--- src/hdl/ctl_xfer_pkg.sv ---
package ctl_xfer_pkg;

  // Setup packet is always eight bytes
  localparam int SETUP_BYTES = 8;
  localparam int SETUP_CNT_W = $clog2(SETUP_BYTES);

  // Field widths of the setup request
  localparam int BYTE_W = 8;
  localparam int WORD_W = 16;

  // Control transfer stages
  typedef enum logic [3:0] {
    SETUP_RX,
    SETUP_ACK,
    // Data stage, OUT and IN directions
    DATA_TOK,
    DATO_RX,
    DATO_ACK,
    DATI_TX,
    DATI_ACK,
    // Status stage, opposite direction to data
    STATUS_TOK,
    STATUS_RX,
    STATUS_TX,
    STATUS_ACK,
    DONE
  } ctl_state_e;

endpackage

--- src/hdl/usb_pid_pkg.sv ---
package usb_pid_pkg;

  // Device address and endpoint number widths
  localparam int ADDR_W = 7;
  localparam int ENDP_W = 4;

  // Token packet types, as decoded from the PID
  typedef enum logic [1:0] {
    TOK_OUT   = 2'b00,
    TOK_IN    = 2'b10,
    TOK_SETUP = 2'b11
  } tok_type_e;

  // Handshake packet types
  typedef enum logic [1:0] {
    HSK_ACK = 2'b00,
    HSK_NAK = 2'b10
  } hsk_type_e;

  // Data packet IDs, toggled across a data stage
  typedef enum logic [1:0] {
    DATA0 = 2'b00,
    DATA1 = 2'b10
  } data_pid_e;

endpackage
--- src/hdl/setup_req_if.sv ---
interface setup_req_if;

  // Parsed setup request fields
  logic [ctl_xfer_pkg::BYTE_W-1:0] rtype;
  logic [ctl_xfer_pkg::BYTE_W-1:0] rargs;
  logic [ctl_xfer_pkg::WORD_W-1:0] value;
  logic [ctl_xfer_pkg::WORD_W-1:0] index;
  logic [ctl_xfer_pkg::WORD_W-1:0] length;
  // One-cycle strobe once all eight bytes are in
  logic start;

  modport parser (output rtype, rargs, value, index, length, start);

  // FSM only needs to know if a data stage follows
  modport fsm (input length);

  // Top level view, fields go out to the control endpoint
  modport mon (input rtype, rargs, value, index, length, start);

endinterface

--- src/hdl/usb_transaction.sv ---
module usb_transaction #(
  parameter int unsigned CTL_ENDP = 0
) (
  input  logic                            clock,
  input  logic                            reset,
  input  logic [usb_pid_pkg::ADDR_W-1:0]  usb_addr_i,
  // Decoded tokens from the host
  input  logic                            tok_recv_i,
  input  logic [1:0]                      tok_type_i,
  input  logic [usb_pid_pkg::ADDR_W-1:0]  tok_addr_i,
  input  logic [usb_pid_pkg::ENDP_W-1:0]  tok_endp_i,
  // Handshakes in both directions
  input  logic                            hsk_recv_i,
  input  logic [1:0]                      hsk_type_i,
  output logic                            hsk_send_o,
  input  logic                            hsk_sent_i,
  output logic [1:0]                      hsk_type_o,
  // Data packets from the decoder
  input  logic                            usb_recv_i,
  input  logic [1:0]                      usb_type_i,
  input  logic                            usb_tvalid_i,
  input  logic                            usb_tlast_i,
  input  logic [ctl_xfer_pkg::BYTE_W-1:0] usb_tdata_i,
  // Packet requests and IN stream to the encoder
  output logic                            trn_send_o,
  output logic [1:0]                      trn_type_o,
  input  logic                            trn_busy_i,
  output logic                            usb_tvalid_o,
  input  logic                            usb_tready_i,
  output logic                            usb_tlast_o,
  output logic [ctl_xfer_pkg::BYTE_W-1:0] usb_tdata_o,
  // Control endpoint
  output logic                            ep0_ce_o,
  output logic                            ctl_start_o,
  input  logic                            ctl_done_i,
  output logic [ctl_xfer_pkg::BYTE_W-1:0] ctl_rtype_o,
  output logic [ctl_xfer_pkg::BYTE_W-1:0] ctl_rargs_o,
  output logic [ctl_xfer_pkg::WORD_W-1:0] ctl_value_o,
  output logic [ctl_xfer_pkg::WORD_W-1:0] ctl_index_o,
  output logic [ctl_xfer_pkg::WORD_W-1:0] ctl_length_o,
  output logic                            ctl_tvalid_o,
  output logic                            ctl_tlast_o,
  output logic [ctl_xfer_pkg::BYTE_W-1:0] ctl_tdata_o,
  input  logic                            ctl_tvalid_i,
  output logic                            ctl_tready_o,
  input  logic                            ctl_tlast_i,
  input  logic [ctl_xfer_pkg::BYTE_W-1:0] ctl_tdata_i
);

  logic                   ctl_active;
  logic                   xfer_done;
  logic                   send_zero;
  logic                   send_data;
  usb_pid_pkg::data_pid_e data_pid;

  setup_req_if req ();

  token_router #(
    .CTL_ENDP (CTL_ENDP)
  ) u_token_router (
    .clock        (clock),
    .reset        (reset),
    .usb_addr_i   (usb_addr_i),
    .tok_recv_i   (tok_recv_i),
    .tok_type_i   (tok_type_i),
    .tok_addr_i   (tok_addr_i),
    .tok_endp_i   (tok_endp_i),
    .xfer_done_i  (xfer_done),
    .ctl_active_o (ctl_active),
    .ep0_ce_o     (ep0_ce_o)
  );

  setup_parser u_setup_parser (
    .clock        (clock),
    .reset        (reset),
    .ctl_active_i (ctl_active),
    .usb_tvalid_i (usb_tvalid_i),
    .usb_tdata_i  (usb_tdata_i),
    .req          (req.parser)
  );

  control_fsm u_control_fsm (
    .clock        (clock),
    .reset        (reset),
    .ctl_active_i (ctl_active),
    .tok_recv_i   (tok_recv_i),
    .tok_type_i   (tok_type_i),
    .hsk_recv_i   (hsk_recv_i),
    .hsk_type_i   (hsk_type_i),
    .hsk_sent_i   (hsk_sent_i),
    .usb_recv_i   (usb_recv_i),
    .usb_type_i   (usb_type_i),
    .usb_tvalid_i (usb_tvalid_i),
    .usb_tlast_i  (usb_tlast_i),
    .usb_tdata_i  (usb_tdata_i),
    .ctl_done_i   (ctl_done_i),
    .ctl_tvalid_i (ctl_tvalid_i),
    .ctl_tlast_i  (ctl_tlast_i),
    .usb_tready_i (usb_tready_i),
    .req          (req.fsm),
    .hsk_send_o   (hsk_send_o),
    .hsk_type_o   (hsk_type_o),
    .send_zero_o  (send_zero),
    .send_data_o  (send_data),
    .data_pid_o   (data_pid),
    .xfer_done_o  (xfer_done),
    .ctl_tvalid_o (ctl_tvalid_o),
    .ctl_tlast_o  (ctl_tlast_o),
    .ctl_tdata_o  (ctl_tdata_o)
  );

  in_packet_tx u_in_packet_tx (
    .clock        (clock),
    .reset        (reset),
    .send_zero_i  (send_zero),
    .send_data_i  (send_data),
    .data_pid_i   (data_pid),
    .trn_busy_i   (trn_busy_i),
    .ctl_tvalid_i (ctl_tvalid_i),
    .ctl_tlast_i  (ctl_tlast_i),
    .ctl_tdata_i  (ctl_tdata_i),
    .trn_send_o   (trn_send_o),
    .trn_type_o   (trn_type_o),
    .usb_tvalid_o (usb_tvalid_o),
    .usb_tlast_o  (usb_tlast_o),
    .usb_tdata_o  (usb_tdata_o)
  );

  // Request fields straight out to the control endpoint
  assign ctl_start_o  = req.start;
  assign ctl_rtype_o  = req.rtype;
  assign ctl_rargs_o  = req.rargs;
  assign ctl_value_o  = req.value;
  assign ctl_index_o  = req.index;
  assign ctl_length_o = req.length;

  // Encoder back-pressure stalls the control source directly
  assign ctl_tready_o = usb_tready_i;

endmodule

--- src/hdl/in_packet_tx.sv ---
module in_packet_tx (
  input  logic                            clock,
  input  logic                            reset,
  input  logic                            send_zero_i,
  input  logic                            send_data_i,
  input  usb_pid_pkg::data_pid_e          data_pid_i,
  input  logic                            trn_busy_i,
  input  logic                            ctl_tvalid_i,
  input  logic                            ctl_tlast_i,
  input  logic [ctl_xfer_pkg::BYTE_W-1:0] ctl_tdata_i,
  output logic                            trn_send_o,
  output usb_pid_pkg::data_pid_e          trn_type_o,
  output logic                            usb_tvalid_o,
  output logic                            usb_tlast_o,
  output logic [ctl_xfer_pkg::BYTE_W-1:0] usb_tdata_o
);

  logic                   send_q;
  logic                   zero_q;
  usb_pid_pkg::data_pid_e type_q;

  // Send request, held until the encoder reports busy
  always_ff @(posedge clock) begin
    if (reset) begin
      send_q <= 1'b0;
    end else if (send_zero_i || send_data_i) begin
      send_q <= 1'b1;
    end else if (trn_busy_i) begin
      send_q <= 1'b0;
    end
  end

  // Zero-length flag lasts until the next data packet is requested
  always_ff @(posedge clock) begin
    if (reset) begin
      zero_q <= 1'b0;
    end else if (send_zero_i) begin
      zero_q <= 1'b1;
    end else if (send_data_i) begin
      zero_q <= 1'b0;
    end
  end

  // Status packet is always DATA1
  always_ff @(posedge clock) begin
    if (send_zero_i) begin
      type_q <= usb_pid_pkg::DATA1;
    end else if (send_data_i) begin
      type_q <= data_pid_i;
    end
  end

  assign trn_send_o = send_q;
  assign trn_type_o = type_q;

  // Stream mux, an empty packet shows no beats but an immediate last
  assign usb_tvalid_o = zero_q ? 1'b0 : ctl_tvalid_i;
  assign usb_tlast_o  = zero_q ? 1'b1 : ctl_tlast_i;
  assign usb_tdata_o  = ctl_tdata_i;

endmodule

--- src/hdl/control_fsm.sv ---
module control_fsm (
  input  logic                            clock,
  input  logic                            reset,
  input  logic                            ctl_active_i,
  input  logic                            tok_recv_i,
  input  logic [1:0]                      tok_type_i,
  input  logic                            hsk_recv_i,
  input  logic [1:0]                      hsk_type_i,
  input  logic                            hsk_sent_i,
  input  logic                            usb_recv_i,
  input  logic [1:0]                      usb_type_i,
  input  logic                            usb_tvalid_i,
  input  logic                            usb_tlast_i,
  input  logic [ctl_xfer_pkg::BYTE_W-1:0] usb_tdata_i,
  input  logic                            ctl_done_i,
  input  logic                            ctl_tvalid_i,
  input  logic                            ctl_tlast_i,
  input  logic                            usb_tready_i,
  setup_req_if.fsm                        req,
  output logic                            hsk_send_o,
  output usb_pid_pkg::hsk_type_e          hsk_type_o,
  output logic                            send_zero_o,
  output logic                            send_data_o,
  output usb_pid_pkg::data_pid_e          data_pid_o,
  output logic                            xfer_done_o,
  output logic                            ctl_tvalid_o,
  output logic                            ctl_tlast_o,
  output logic [ctl_xfer_pkg::BYTE_W-1:0] ctl_tdata_o
);

  ctl_xfer_pkg::ctl_state_e state;
  usb_pid_pkg::data_pid_e   pid_q;

  logic rx_last, rx_empty, tx_last;
  logic tok_in, tok_out, host_ack;
  logic recv_q, ack_req, ack_empty, hsk_send_q;
  logic send_zero_q, send_data_q, xfer_done_q;

  // Last byte of a packet from the host
  assign rx_last  = usb_tvalid_i && usb_tlast_i;
  // DATA1 seen a cycle ago and still no byte, so the packet is empty
  assign rx_empty = recv_q && !usb_tvalid_i;
  // Last byte of an IN packet taken by the encoder
  assign tx_last  = ctl_tvalid_i && usb_tready_i && ctl_tlast_i;

  // Empty status packet is acknowledged straight from the delayed strobe
  assign ack_empty = state == ctl_xfer_pkg::STATUS_RX && rx_empty;

  assign tok_in   = tok_recv_i && tok_type_i == usb_pid_pkg::TOK_IN;
  assign tok_out  = tok_recv_i && tok_type_i == usb_pid_pkg::TOK_OUT;
  assign host_ack = hsk_recv_i && hsk_type_i == usb_pid_pkg::HSK_ACK;

  // Stage sequencing restarts whenever the router drops the transfer
  always_ff @(posedge clock) begin
    if (reset || !ctl_active_i) begin
      state       <= ctl_xfer_pkg::SETUP_RX;
      pid_q       <= usb_pid_pkg::DATA1;
      send_zero_q <= 1'b0;
      send_data_q <= 1'b0;
      xfer_done_q <= 1'b0;
    end else begin
      send_zero_q <= 1'b0;
      send_data_q <= 1'b0;
      xfer_done_q <= 1'b0;
      case (state)
        ctl_xfer_pkg::SETUP_RX: if (rx_last) state <= ctl_xfer_pkg::SETUP_ACK;
        ctl_xfer_pkg::SETUP_ACK: begin
          // First data packet is always DATA1
          if (hsk_sent_i) begin
            pid_q <= usb_pid_pkg::DATA1;
            state <= req.length == '0 ? ctl_xfer_pkg::STATUS_TOK : ctl_xfer_pkg::DATA_TOK;
          end
        end
        ctl_xfer_pkg::DATA_TOK: begin
          if (tok_in) begin
            send_data_q <= 1'b1;
            state       <= ctl_xfer_pkg::DATI_TX;
          end else if (tok_out) begin
            state <= ctl_xfer_pkg::DATO_RX;
          end
        end
        ctl_xfer_pkg::DATO_RX: if (rx_last) state <= ctl_xfer_pkg::DATO_ACK;
        ctl_xfer_pkg::DATO_ACK: begin
          if (hsk_sent_i) begin
            pid_q <= pid_q == usb_pid_pkg::DATA1 ? usb_pid_pkg::DATA0 : usb_pid_pkg::DATA1;
            state <= ctl_done_i ? ctl_xfer_pkg::STATUS_TOK : ctl_xfer_pkg::DATA_TOK;
          end
        end
        ctl_xfer_pkg::DATI_TX: if (tx_last) state <= ctl_xfer_pkg::DATI_ACK;
        ctl_xfer_pkg::DATI_ACK: begin
          // Host ACK moves the toggle on, a NAK resends the same packet
          if (host_ack) begin
            pid_q <= pid_q == usb_pid_pkg::DATA1 ? usb_pid_pkg::DATA0 : usb_pid_pkg::DATA1;
            state <= ctl_done_i ? ctl_xfer_pkg::STATUS_TOK : ctl_xfer_pkg::DATA_TOK;
          end else if (hsk_recv_i) begin
            state <= ctl_xfer_pkg::DATA_TOK;
          end
        end
        ctl_xfer_pkg::STATUS_TOK: begin
          // Zero-length status IN, or expect one from the host on OUT
          if (tok_in) begin
            send_zero_q <= 1'b1;
            state       <= ctl_xfer_pkg::STATUS_TX;
          end else if (tok_out) begin
            state <= ctl_xfer_pkg::STATUS_RX;
          end
        end
        ctl_xfer_pkg::STATUS_RX: begin
          if (rx_last || rx_empty) state <= ctl_xfer_pkg::STATUS_ACK;
        end
        ctl_xfer_pkg::STATUS_TX: state <= ctl_xfer_pkg::STATUS_ACK;
        ctl_xfer_pkg::STATUS_ACK: begin
          if (hsk_sent_i || host_ack) begin
            xfer_done_q <= 1'b1;
            state       <= ctl_xfer_pkg::DONE;
          end
        end
        // Wait here for the router to drop the chip-enable
        default: state <= ctl_xfer_pkg::DONE;
      endcase
    end
  end

  // Receive strobe alignment and ACK request
  always_ff @(posedge clock) begin
    if (reset || !ctl_active_i) begin
      recv_q  <= 1'b0;
      ack_req <= 1'b0;
    end else begin
      recv_q <= usb_recv_i && usb_type_i == usb_pid_pkg::DATA1;
      case (state)
        ctl_xfer_pkg::SETUP_RX,
        ctl_xfer_pkg::DATO_RX,
        ctl_xfer_pkg::STATUS_RX: ack_req <= rx_last;
        default:                 ack_req <= 1'b0;
      endcase
    end
  end

  // Handshake request held as a level until the encoder has sent it
  always_ff @(posedge clock) begin
    if (reset) begin
      hsk_send_q <= 1'b0;
    end else if (ack_req || ack_empty) begin
      hsk_send_q <= 1'b1;
    end else if (hsk_sent_i) begin
      hsk_send_q <= 1'b0;
    end
  end

  assign hsk_send_o  = hsk_send_q;
  // Device only ever ACKs on the control pipe
  assign hsk_type_o  = usb_pid_pkg::HSK_ACK;
  assign send_zero_o = send_zero_q;
  assign send_data_o = send_data_q;
  assign data_pid_o  = pid_q;
  assign xfer_done_o = xfer_done_q;

  // OUT data goes to the control endpoint only during the data stage
  assign ctl_tvalid_o = state == ctl_xfer_pkg::DATO_RX && usb_tvalid_i;
  assign ctl_tlast_o  = state == ctl_xfer_pkg::DATO_RX && usb_tlast_i;
  assign ctl_tdata_o  = usb_tdata_i;

endmodule

--- src/hdl/setup_parser.sv ---
module setup_parser (
  input  logic                            clock,
  input  logic                            reset,
  input  logic                            ctl_active_i,
  input  logic                            usb_tvalid_i,
  input  logic [ctl_xfer_pkg::BYTE_W-1:0] usb_tdata_i,
  setup_req_if.parser                     req
);

  localparam int CNT_W = ctl_xfer_pkg::SETUP_CNT_W;

  logic [CNT_W-1:0] count;
  logic             full;
  logic             take;

  // Only the first eight bytes of the transfer belong to the setup packet
  assign take = ctl_active_i && usb_tvalid_i && !full;

  // Byte counter and start strobe
  always_ff @(posedge clock) begin
    if (reset || !ctl_active_i) begin
      count     <= '0;
      full      <= 1'b0;
      req.start <= 1'b0;
    end else begin
      req.start <= 1'b0;
      if (take) begin
        count <= count + 1'b1;
        if (count == CNT_W'(ctl_xfer_pkg::SETUP_BYTES - 1)) begin
          full      <= 1'b1;
          req.start <= 1'b1;
        end
      end
    end
  end

  // Little-endian fields, held until the next transfer overwrites them
  always_ff @(posedge clock) begin
    if (take) begin
      case (count)
        3'd0: req.rtype <= usb_tdata_i;
        3'd1: req.rargs <= usb_tdata_i;
        3'd2: req.value[7:0] <= usb_tdata_i;
        3'd3: req.value[15:8] <= usb_tdata_i;
        3'd4: req.index[7:0] <= usb_tdata_i;
        3'd5: req.index[15:8] <= usb_tdata_i;
        3'd6: req.length[7:0] <= usb_tdata_i;
        3'd7: req.length[15:8] <= usb_tdata_i;
      endcase
    end
  end

endmodule

--- src/hdl/token_router.sv ---
module token_router #(
  parameter int unsigned CTL_ENDP = 0
) (
  input  logic                           clock,
  input  logic                           reset,
  input  logic [usb_pid_pkg::ADDR_W-1:0] usb_addr_i,
  input  logic                           tok_recv_i,
  input  logic [1:0]                     tok_type_i,
  input  logic [usb_pid_pkg::ADDR_W-1:0] tok_addr_i,
  input  logic [usb_pid_pkg::ENDP_W-1:0] tok_endp_i,
  input  logic                           xfer_done_i,
  output logic                           ctl_active_o,
  output logic                           ep0_ce_o
);

  // Endpoint number trimmed to the token field width
  localparam logic [usb_pid_pkg::ENDP_W-1:0] CTL_EP = CTL_ENDP[usb_pid_pkg::ENDP_W-1:0];

  typedef enum logic {
    TRN_IDLE,
    TRN_CTRL
  } trn_state_e;

  trn_state_e state;
  logic       setup_hit;

  // SETUP token for our address on the control endpoint
  assign setup_hit = tok_recv_i && tok_addr_i == usb_addr_i &&
                     tok_endp_i == CTL_EP && tok_type_i == usb_pid_pkg::TOK_SETUP;

  always_ff @(posedge clock) begin
    if (reset) begin
      state <= TRN_IDLE;
    end else begin
      case (state)
        // Anything other than a matching SETUP is ignored here
        TRN_IDLE: if (setup_hit) state <= TRN_CTRL;
        // Held until the control FSM reports the status stage done
        TRN_CTRL: if (xfer_done_i) state <= TRN_IDLE;
      endcase
    end
  end

  // Chip-enable and the internal active flag are the same level
  assign ep0_ce_o     = state == TRN_CTRL;
  assign ctl_active_o = state == TRN_CTRL;

endmodule

--- config.mk ---
export PLATFORM = sky130hd
export DESIGN_NAME = usb_transaction
export DESIGN_NICKNAME = d
export VERILOG_FILES = /design/src/hdl/ctl_xfer_pkg.sv /design/src/hdl/usb_pid_pkg.sv /design/src/hdl/setup_req_if.sv /design/src/hdl/usb_transaction.sv /design/src/hdl/in_packet_tx.sv /design/src/hdl/control_fsm.sv /design/src/hdl/setup_parser.sv /design/src/hdl/token_router.sv
export SDC_FILE = /design/constraint.sdc
export NUM_CORES = 1
export LEC_CHECK = 0
export BUFFER_PORTS_ARGS = -buffer_cell sky130_fd_sc_hd__buf_2
export CAP_MARGIN = 20
export CORE_MARGIN = 2
export CORE_UTILIZATION = 30
export CTS_CLUSTER_SIZE = 12
export DETAILED_ROUTE_END_ITERATION = 12
export HOLD_SLACK_MARGIN = 0.03
export PLACE_DENSITY_LB_ADDON = 0.12
export SLEW_MARGIN = 20
export SYNTH_ARGS = -nofsm -noshare
export SYNTH_HDL_FRONTEND = slang
export SYNTH_SLANG_ARGS = --single-unit
--- constraint.sdc ---
create_clock -name clock -period 4.4 [get_ports clock]
set_input_delay 0.22 -clock clock [delete_from_list [all_inputs] [get_ports clock]]
set_output_delay 0.22 -clock clock [all_outputs]
set_load 0.05 [all_outputs]
==> impl_metrics.tcl, run 1 <==
set metrics [dict create \
    grt_max_degree 20 \
    num_rows 39 \
    cts_root_buf "clkbuf_16" \
    syn_area_per_cell_um2 14.0 \
    totalWireLength_mm 7.90 \
    cts_tree "built" \
    layout_commonest_cell "buf_2" \
    synth_top_family_by_area "simple AND/OR/NAND/NOR gates" \
    synthXorXnorAreaFrac_pct 2.55 \
    final_nets 414 \
    fmax_mhz 518 \
    clk_latency_ns 0.34 \
    crit_fanout 15 \
    drcViolationCount 0 \
    place_ws_ns 2.51 \
    synthCells 245 \
    die_w_um 111 \
    cts.path.max_buffers 2 \
    grt_pass1_wl_mm 11.6 \
    cts_setup_buffers 0 \
    fin_area_mm2 0.00431 \
    status "finished, final reports clean" \
    dr.pass1.iters 4 \
    place_area_mm2 0.00401 \
    hold_path.class "in -> reg" \
    worst_pin_slew_ns 0.642 \
    place_inst 487 \
    setup_slack_ns 2.47 \
    seq_area_frac_synth_pct 67.6 \
    routedWlPerCell_um 15.7 \
    ant_nets 0 \
    num_antenna_cells 0 \
    finClkSkew_ns 0.00779 \
    ios 146 \
    area_delta_synth_final_pct 25.6 \
    overflow 0 \
    synth_compound_area_share_pct 5.94 \
    slew_headroom_pct 57.1 \
    clock-sinks 84 \
    start_util_pct 30.5 \
    slew_violations 0 \
    ys_types 53 \
    required_ns 4.18 \
    async_flop_share_pct 0 \
    design.core.area_mm2 0.0113 \
    die_y_um 111 \
    synth_edf_count 64 \
    synth_fa_ha_area_share_pct 2.19 \
    synth.top_cell.area_share_pct 56.0 \
    mostFrequentLayoutCells "buf_2, edfxtp_1, dfxtp_1" \
    fin_cells 503 \
    startpoint_type "flop" \
    drt_iter0_drc 172 \
    ir_worst_vdd_uv 182 \
    die-area_mm2 0.0123 \
    grt_antenna_before_repair 0 \
    max-cap-violations 0 \
    period_needed_ns 1.93 \
    dp_hpwl_mm 5.90 \
    fin_tns_setup_ns 0 \
    synth_area_mm2 0.00343 \
    synth_flop_cell "edfxtp_1" \
    vias 2281 \
    port_buffers 126 \
    vias_per_cell 4.53 \
    p_per_area_mw_per_mm2 390 \
    grt_usage_pct 12.4 \
    final_core_util_pct 38.3 \
    gp_congestion 0.779 \
    hold_viol 0 \
    synth_top_area_cell "edfxtp_1" \
    rsz0062_at_grt "no" \
    post_cts_resized 0 \
    critPathCaptureType "primary output" \
    cts.clk_slew.worst_paths_ns 0.07 \
    synth_warnings 0 \
    layout-drive-gt1-share_pct 41.4 \
    cts_buffers 9 \
    synth_area_leaders "edfxtp_1, dfxtp_1, buf_4, ha_1, xnor2_1" \
    yosys.area_share.simple_pct 13.3 \
    finalCritPeriodShare_pct 43.9 \
    critPathArrivalTime_ns 1.71 \
    p_leak_nw 1.73 \
    htreeDepth 3 \
    holdBufCountCts 0 \
    setup-violations-final 0 \
    synth.mux.area_fraction_pct 0.583 \
    ys_ff_latch 84 \
    critical_path_class "reg -> out" \
    grt_pass1_vias 2114 \
    power.total_mw 1.68 \
    hold_slack_ns 0.0499 \
]
worst paths after layout:
path	cells after the start	slack (ns)	to	from
min	2	0.05	u_control_fsm.recv_q	usb_type_i[0]
max reg2reg	5	2.47	u_control_fsm.data_pid_o[1]	u_control_fsm.state[2]
max	3	2.47	ctl_tlast_o	u_control_fsm.state[1]
min reg2reg	1	0.45	u_token_router.ctl_active_o	u_control_fsm.xfer_done_o
synth_stat cells (all sizes together), types with 5 or more instances:
cell	instances
nand2	8
nand4	5
dfxtp	20
xnor2	8
nor2b	7
ha	6
nor2	13
a21oi	7
and3	11
nor4	8
buf	25
edfxtp	64
nor3	6
inv	7
power by group:
group          total [mW]  switching (mW)  leakage [nW]  internal, mW
Sequential          0.850      0.00000496         0.736         0.850
Combinational      0.0765          0.0505         0.849        0.0261
Clock               0.754           0.349         0.150         0.406
Total                1.68           0.399          1.73          1.28
area by class of cell:
type | instances | area (um^2)
fillers | 1101 | 6960
flip-flops and latches | 84 | 2320
multi-input cells | 127 | 856
repair buffers | 126 | 631
clock buffers | 9 | 225
well taps | 143 | 179
clock inverters | 7 | 73.8
inverters | 7 | 26.3
flip-flops by register name, summed over array words and instances (netlist names), 3 cells and up:
name and count:
u_control_fsm.state 4, u_setup_parser.count 3, u_setup_parser.req.index 16, u_setup_parser.req.length 16, u_setup_parser.req.rargs 8, u_setup_parser.req.rtype 8, u_setup_parser.req.value 16
cells by family after synthesis:
logic type	count (synthesis)
mux	2
other cells	1
xor+xnor	10
compound gates	27
buf+inv	36
fa+ha+maj	6
flops	84
simple gates	79
per-layer routing:
layer / vias up / track usage, % / routed length, um
li1: 1112 / - / -
met1: 1067 / 16.2 / 3630
met2: 86 / 18.9 / 3570
met3: 16 / 3.23 / 507
met4: 0 / 6.83 / 197
met5: - / 0 / 0
critical path: stages, from the launching register on:
cell     delay (ns)
dfxtp_1        0.67
and2_4         0.27
and3_1         0.18
buf_2          0.27
Note: power is estimated with default switching activity, not from simulation.
==> run 2, diff against run 1 <==
==> constraint.sdc (replaced) <==
create_clock -name clock -period 2 [get_ports clock]
set_input_delay 0.1 -clock clock [delete_from_list [all_inputs] [get_ports clock]]
set_output_delay 0.1 -clock clock [all_outputs]
set_load 0.05 [all_outputs]
==> impl_metrics.tcl, run 2 (synthesis results as in run 1) <==
set metrics [dict create \
    status "finished, final reports clean" \
    cts_tree "built" \
    final_nets 418 \
    period_needed_ns 1.81 \
    drt_iter0_drc 212 \
    worst_pin_slew_ns 0.577 \
    grt_pass1_wl_mm 12.1 \
    top_regs "u_setup_parser.req.index (16), u_setup_parser.req.length (16), u_setup_parser.req.value (16)" \
    rr_endpoint "u_control_fsm.state[2]" \
    max_stage_delay_ns 0.67 \
    finalCritPeriodShare_pct 90.6 \
    totalWireLength_mm 7.86 \
    drcViolationCount 0 \
    start_util_pct 30.5 \
    ir_worst_vdd_uv 513 \
    n_fill_cell 1109 \
    vias_per_cell 4.53 \
    r2r-start "u_control_fsm.state[1]" \
    dr.pass1.iters 4 \
    grt_usage_pct 12.8 \
    hold_slack_ns 0.0507 \
    port_buffers 126 \
    setup-violations-final 0 \
    holdBufCountCts 3 \
    critPathArrivalTime_ns 1.71 \
    design.core.area_mm2 0.0113 \
    area_delta_synth_final_pct 26.7 \
    htreeDepth 3 \
    grt_antenna_before_repair 0 \
    die_w_um 111 \
    fmax_mhz 552 \
    hold_path.class "in -> reg" \
    overflow 0 \
    finClkSkew_ns 0.00892 \
    die-area_mm2 0.0123 \
    grt_max_degree 16 \
    critPathCaptureType "primary output" \
    startpoint_type "flop" \
    p_per_area_mw_per_mm2 848 \
    ios 146 \
    num_rows 39 \
    clk_latency_ns 0.33 \
    reg2reg_setup_slack_ns 0.26 \
    clock-sinks 84 \
    cts_buffers 9 \
    p_leak_nw 1.75 \
    ant_nets 0 \
    crit_end "ctl_tlast_o" \
    crit_fanout 15 \
    cts_setup_buffers 0 \
    num_antenna_cells 0 \
    multi_input_area_um2 856 \
    slew_violations 0 \
    dp_hpwl_mm 5.98 \
    hold_viol 0 \
    max-cap-violations 0 \
    cpMaxStageDelayCell "dfxtp_1" \
    cts_root_buf "clkbuf_16" \
    rsz0062_at_grt "no" \
    mostFrequentLayoutCells "buf_2, edfxtp_1, dfxtp_1" \
    slew_headroom_pct 61.4 \
    cts.clk_slew.worst_paths_ns 0.06 \
    seq_area_mm2 0.00232 \
    fin_tns_setup_ns 0 \
    critical_path_class "reg -> out" \
    cts.path.max_buffers 2 \
    power.total_mw 3.69 \
    post_cts_resized 0 \
    routedWlPerCell_um 15.5 \
    grt_pass1_vias 2194 \
    gp_congestion 0.805 \
    layout-drive-gt1-share_pct 40.7 \
    required_ns 1.90 \
    final_core_util_pct 38.6 \
    layout_commonest_cell "buf_2" \
    cp-startpoint "u_control_fsm.state[1]" \
    vias 2298 \
    die_y_um 111 \
    r2r_cells 5 \
    cp_cell_sequence "and2_4 -> and3_1 -> buf_2" \
]
==> run 2: worst min path at each step <==
| stage | start | endpoint | slack, ns | cells past startpoint |
|---|---|---|---|---|
| 2_1_floorplan | reset | u_in_packet_tx.trn_send_o | 0.17 | 1 |
| 3_3_place_gp | ctl_tdata_i[2] | usb_tdata_o[2] | 0.20 | 0 |
| 3_5_place_dp | ctl_tdata_i[2] | usb_tdata_o[2] | 0.20 | 0 |
| 4_1_cts | usb_tlast_i | u_control_fsm.ack_req | 0.04 | 3 |
| 5_1_grt | usb_tlast_i | u_control_fsm.ack_req | 0.06 | 3 |
| 6_report | reset | u_in_packet_tx.trn_send_o | 0.05 | 2 |
==> run 2: critical path: cells and delay by family (launching register included) <==
family | cells | cell delay [ns]
buffers and inverters | 1 | 0.27
AND/OR/NAND/NOR | 2 | 0.44
flip-flops | 1 | 0.67
==> run 2: cell type report <==
| type | instances | share of cell area (%) |
|---|---|---|
| Clock buffer | 9 | 5.18 |
| Inverter | 7 | 0.604 |
| Clock inverter | 7 | 1.73 |
| Timing Repair Buffer | 130 | 15.4 |
| Tap cell | 143 | 4.11 |
| Multi-Input combinational cell | 127 | 19.7 |
| Sequential cell | 84 | 53.4 |
==> run 2: stage by stage <==
step	instance area, um^2	instances	worst slack, ns
after floorplan	3440	247	0.242
after detailed placement	4020	488	0.274
after CTS	4350	507	0.194
final	4350	507	0.187
after global placement	4020	488	0.284
after global routing	4350	507	0.134
==> run 2: layer usage <==
metal  global-route usage [%]  wire length (um)  vias to the layer above  share of wire (%)
met5                        0                 0                        -                  0
met4                     7.42               224                        0                2.8
met3                     2.73               513                       16                6.5
met2                     19.1              3690                       97                 47
met1                     17.3              3430                     1071                 44
li1                         -                 -                     1114                  -
==> run 2: power breakdown <==
group | switching (mW) | internal [mW] | leakage (nW) | total [mW]
sequential | 0.00000934 | 1.87 | 0.736 | 1.87
clock | 0.672 | 0.976 | 0.147 | 1.65
combinational | 0.112 | 0.0599 | 0.870 | 0.172
==> run 3, diff against run 2 <==
--- a/config.mk
+++ b/config.mk
@@ -12,7 +12,6 @@
 export CTS_CLUSTER_SIZE = 12
 export DETAILED_ROUTE_END_ITERATION = 12
 export HOLD_SLACK_MARGIN = 0.03
-export PLACE_DENSITY_LB_ADDON = 0.12
 export SLEW_MARGIN = 20
 export SYNTH_ARGS = -nofsm -noshare
 export SYNTH_HDL_FRONTEND = slang
==> impl_metrics.tcl, run 3 (synthesis results as in run 1) <==
set metrics [dict create \
    ir_worst_vdd_uv 398 \
    place_inst 489 \
    slew_headroom_pct 63.7 \
    grt_antenna_before_repair 0 \
    die_w_um 111 \
    clk_latency_ns 0.32 \
    min-delay-start "trn_busy_i" \
    cts_buffers 9 \
    critical_path_class "reg -> reg" \
    whs_endpoint "u_in_packet_tx.trn_send_o" \
    setup_slack_ns 0.165 \
    gp_congestion 0.875 \
    mostFrequentLayoutCells "buf_2, edfxtp_1, dfxtp_1" \
    finalCritPeriodShare_pct 91.7 \
    p_leak_nw 1.77 \
    finClkSkew_ns 0.00497 \
    grt_pass1_vias 2257 \
    cts_setup_buffers 0 \
    r2r_cells 5 \
    r2r-start "u_control_fsm.state[2]" \
    period_needed_ns 1.83 \
    fmax_mhz 545 \
    cts.clk_slew.worst_paths_ns 0.06 \
    hold_depth 3 \
    critPathCaptureType "flop" \
    fin_cells 507 \
    place_ws_ns 0.240 \
    cts_tree "built" \
    ios 146 \
    htreeDepth 3 \
    grt_usage_pct 12.5 \
    layout_commonest_cell "buf_2" \
    crit_fanout 12 \
    die_y_um 111 \
    fin_tns_setup_ns 0 \
    post_cts_resized 0 \
    vias 2336 \
    routedWlPerCell_um 15.5 \
    final_nets 418 \
    cts_root_buf "clkbuf_16" \
    holdBufCountCts 2 \
    port_buffers 126 \
    totalWireLength_mm 7.86 \
    slew_violations 0 \
    status "finished, final reports clean" \
    drt_iter0_drc 250 \
    num_rows 39 \
    layout-drive-gt1-share_pct 41.2 \
    area_delta_synth_final_pct 27.8 \
    clock-sinks 84 \
    start_util_pct 30.5 \
    dp_hpwl_mm 5.83 \
    cts.path.max_buffers 2 \
    hold_path.class "in -> reg" \
    setup-violations-final 0 \
    design.core.area_mm2 0.0113 \
    ant_nets 0 \
    critPathArrivalTime_ns 2.05 \
    p_per_area_mw_per_mm2 888 \
    max-cap-violations 0 \
    worst_pin_slew_ns 0.544 \
    power.total_mw 3.90 \
    hold_viol 0 \
    rr_endpoint "u_control_fsm.data_pid_o[1]" \
    drcViolationCount 0 \
    grt_pass1_wl_mm 11.9 \
    startpoint_type "flop" \
    vias_per_cell 4.61 \
    grt_max_degree 16 \
    top_regs "u_setup_parser.req.index (16), u_setup_parser.req.length (16), u_setup_parser.req.value (16)" \
    die-area_mm2 0.0123 \
    rsz0062_at_grt "no" \
    num_antenna_cells 0 \
    n_fill_cell 1061 \
    reg2reg_setup_slack_ns 0.17 \
    overflow 0 \
    required_ns 2.21 \
    dr.pass1.iters 4 \
]
run 3: cell count changes in the layout (fill, tap and decap cells not counted), sizes merged:
cell / before / now
buf: 127 / 128
bufinv: 1 / 3
clkbuf: 9 / 10
clkinv: 4 / 3
dlygate4sd3: 3 / 2
inv: 9 / 7
run 3: metrics by stage:
step | cell area [um^2] | hold slack (ns) | util [%]
after floorplan | 3440 | 0.169 | -
after global placement | 4030 | 0.200 | 35.7
after detailed placement | 4030 | 0.200 | 35.7
after CTS | 4390 | 0.0329 | 38.9
after global routing | 4390 | 0.0468 | 38.9
final | 4390 | 0.0427 | 38.9
run 3: worst max-delay path, cell delays in order (launching register included):
cell	delay (ns)
dfxtp_1	0.57
nor2b_1	0.47
a32oi_1	0.18
a21oi_1	0.25
nand4_1	0.12
o31a_1	0.13
run 3: cell type report:
class                           count  area, um^2  area share [%]
Clock buffer                       10         229            5.22
Clock inverter                      6         113            2.56
Inverter                            7        26.3           0.598
Multi-Input combinational cell    127         856            19.5
Sequential cell                    84        2320            52.9
Tap cell                          143         179            4.08
Timing Repair Buffer              130         666            15.2
run 3: worst max-delay path by stage:
| stage | start | to | slack [ns] | cells past startpoint |
|---|---|---|---|---|
| detailed placement | u_control_fsm.state[2] | u_control_fsm.data_pid_o[1] | 0.24 | 5 |
| finish | u_control_fsm.state[2] | u_control_fsm.data_pid_o[1] | 0.17 | 5 |
| global route | u_control_fsm.state[2] | u_control_fsm.data_pid_o[1] | 0.04 | 5 |
| global placement | u_control_fsm.state[2] | u_control_fsm.data_pid_o[1] | 0.25 | 5 |
| floorplan | u_token_router.ctl_active_o | u_setup_parser.req.index[0] | 0.24 | 3 |
| CTS | u_control_fsm.state[2] | u_control_fsm.data_pid_o[1] | 0.23 | 5 |
run 3: report_power, final:
part           internal [mW]  switching [mW]  leakage [nW]
Sequential              1.87       0.0000109         0.736
Combinational         0.0586           0.114         0.871
Clock                   1.22           0.632         0.167
run 3: per-layer routing:
metal	vias up	part of all wire [%]	GRT usage, %
li1	1118	-	-
met3	12	7.1	2.90
met2	117	48	20.2
met4	0	2.4	5.25
met5	-	0	0
met1	1089	43	16.1
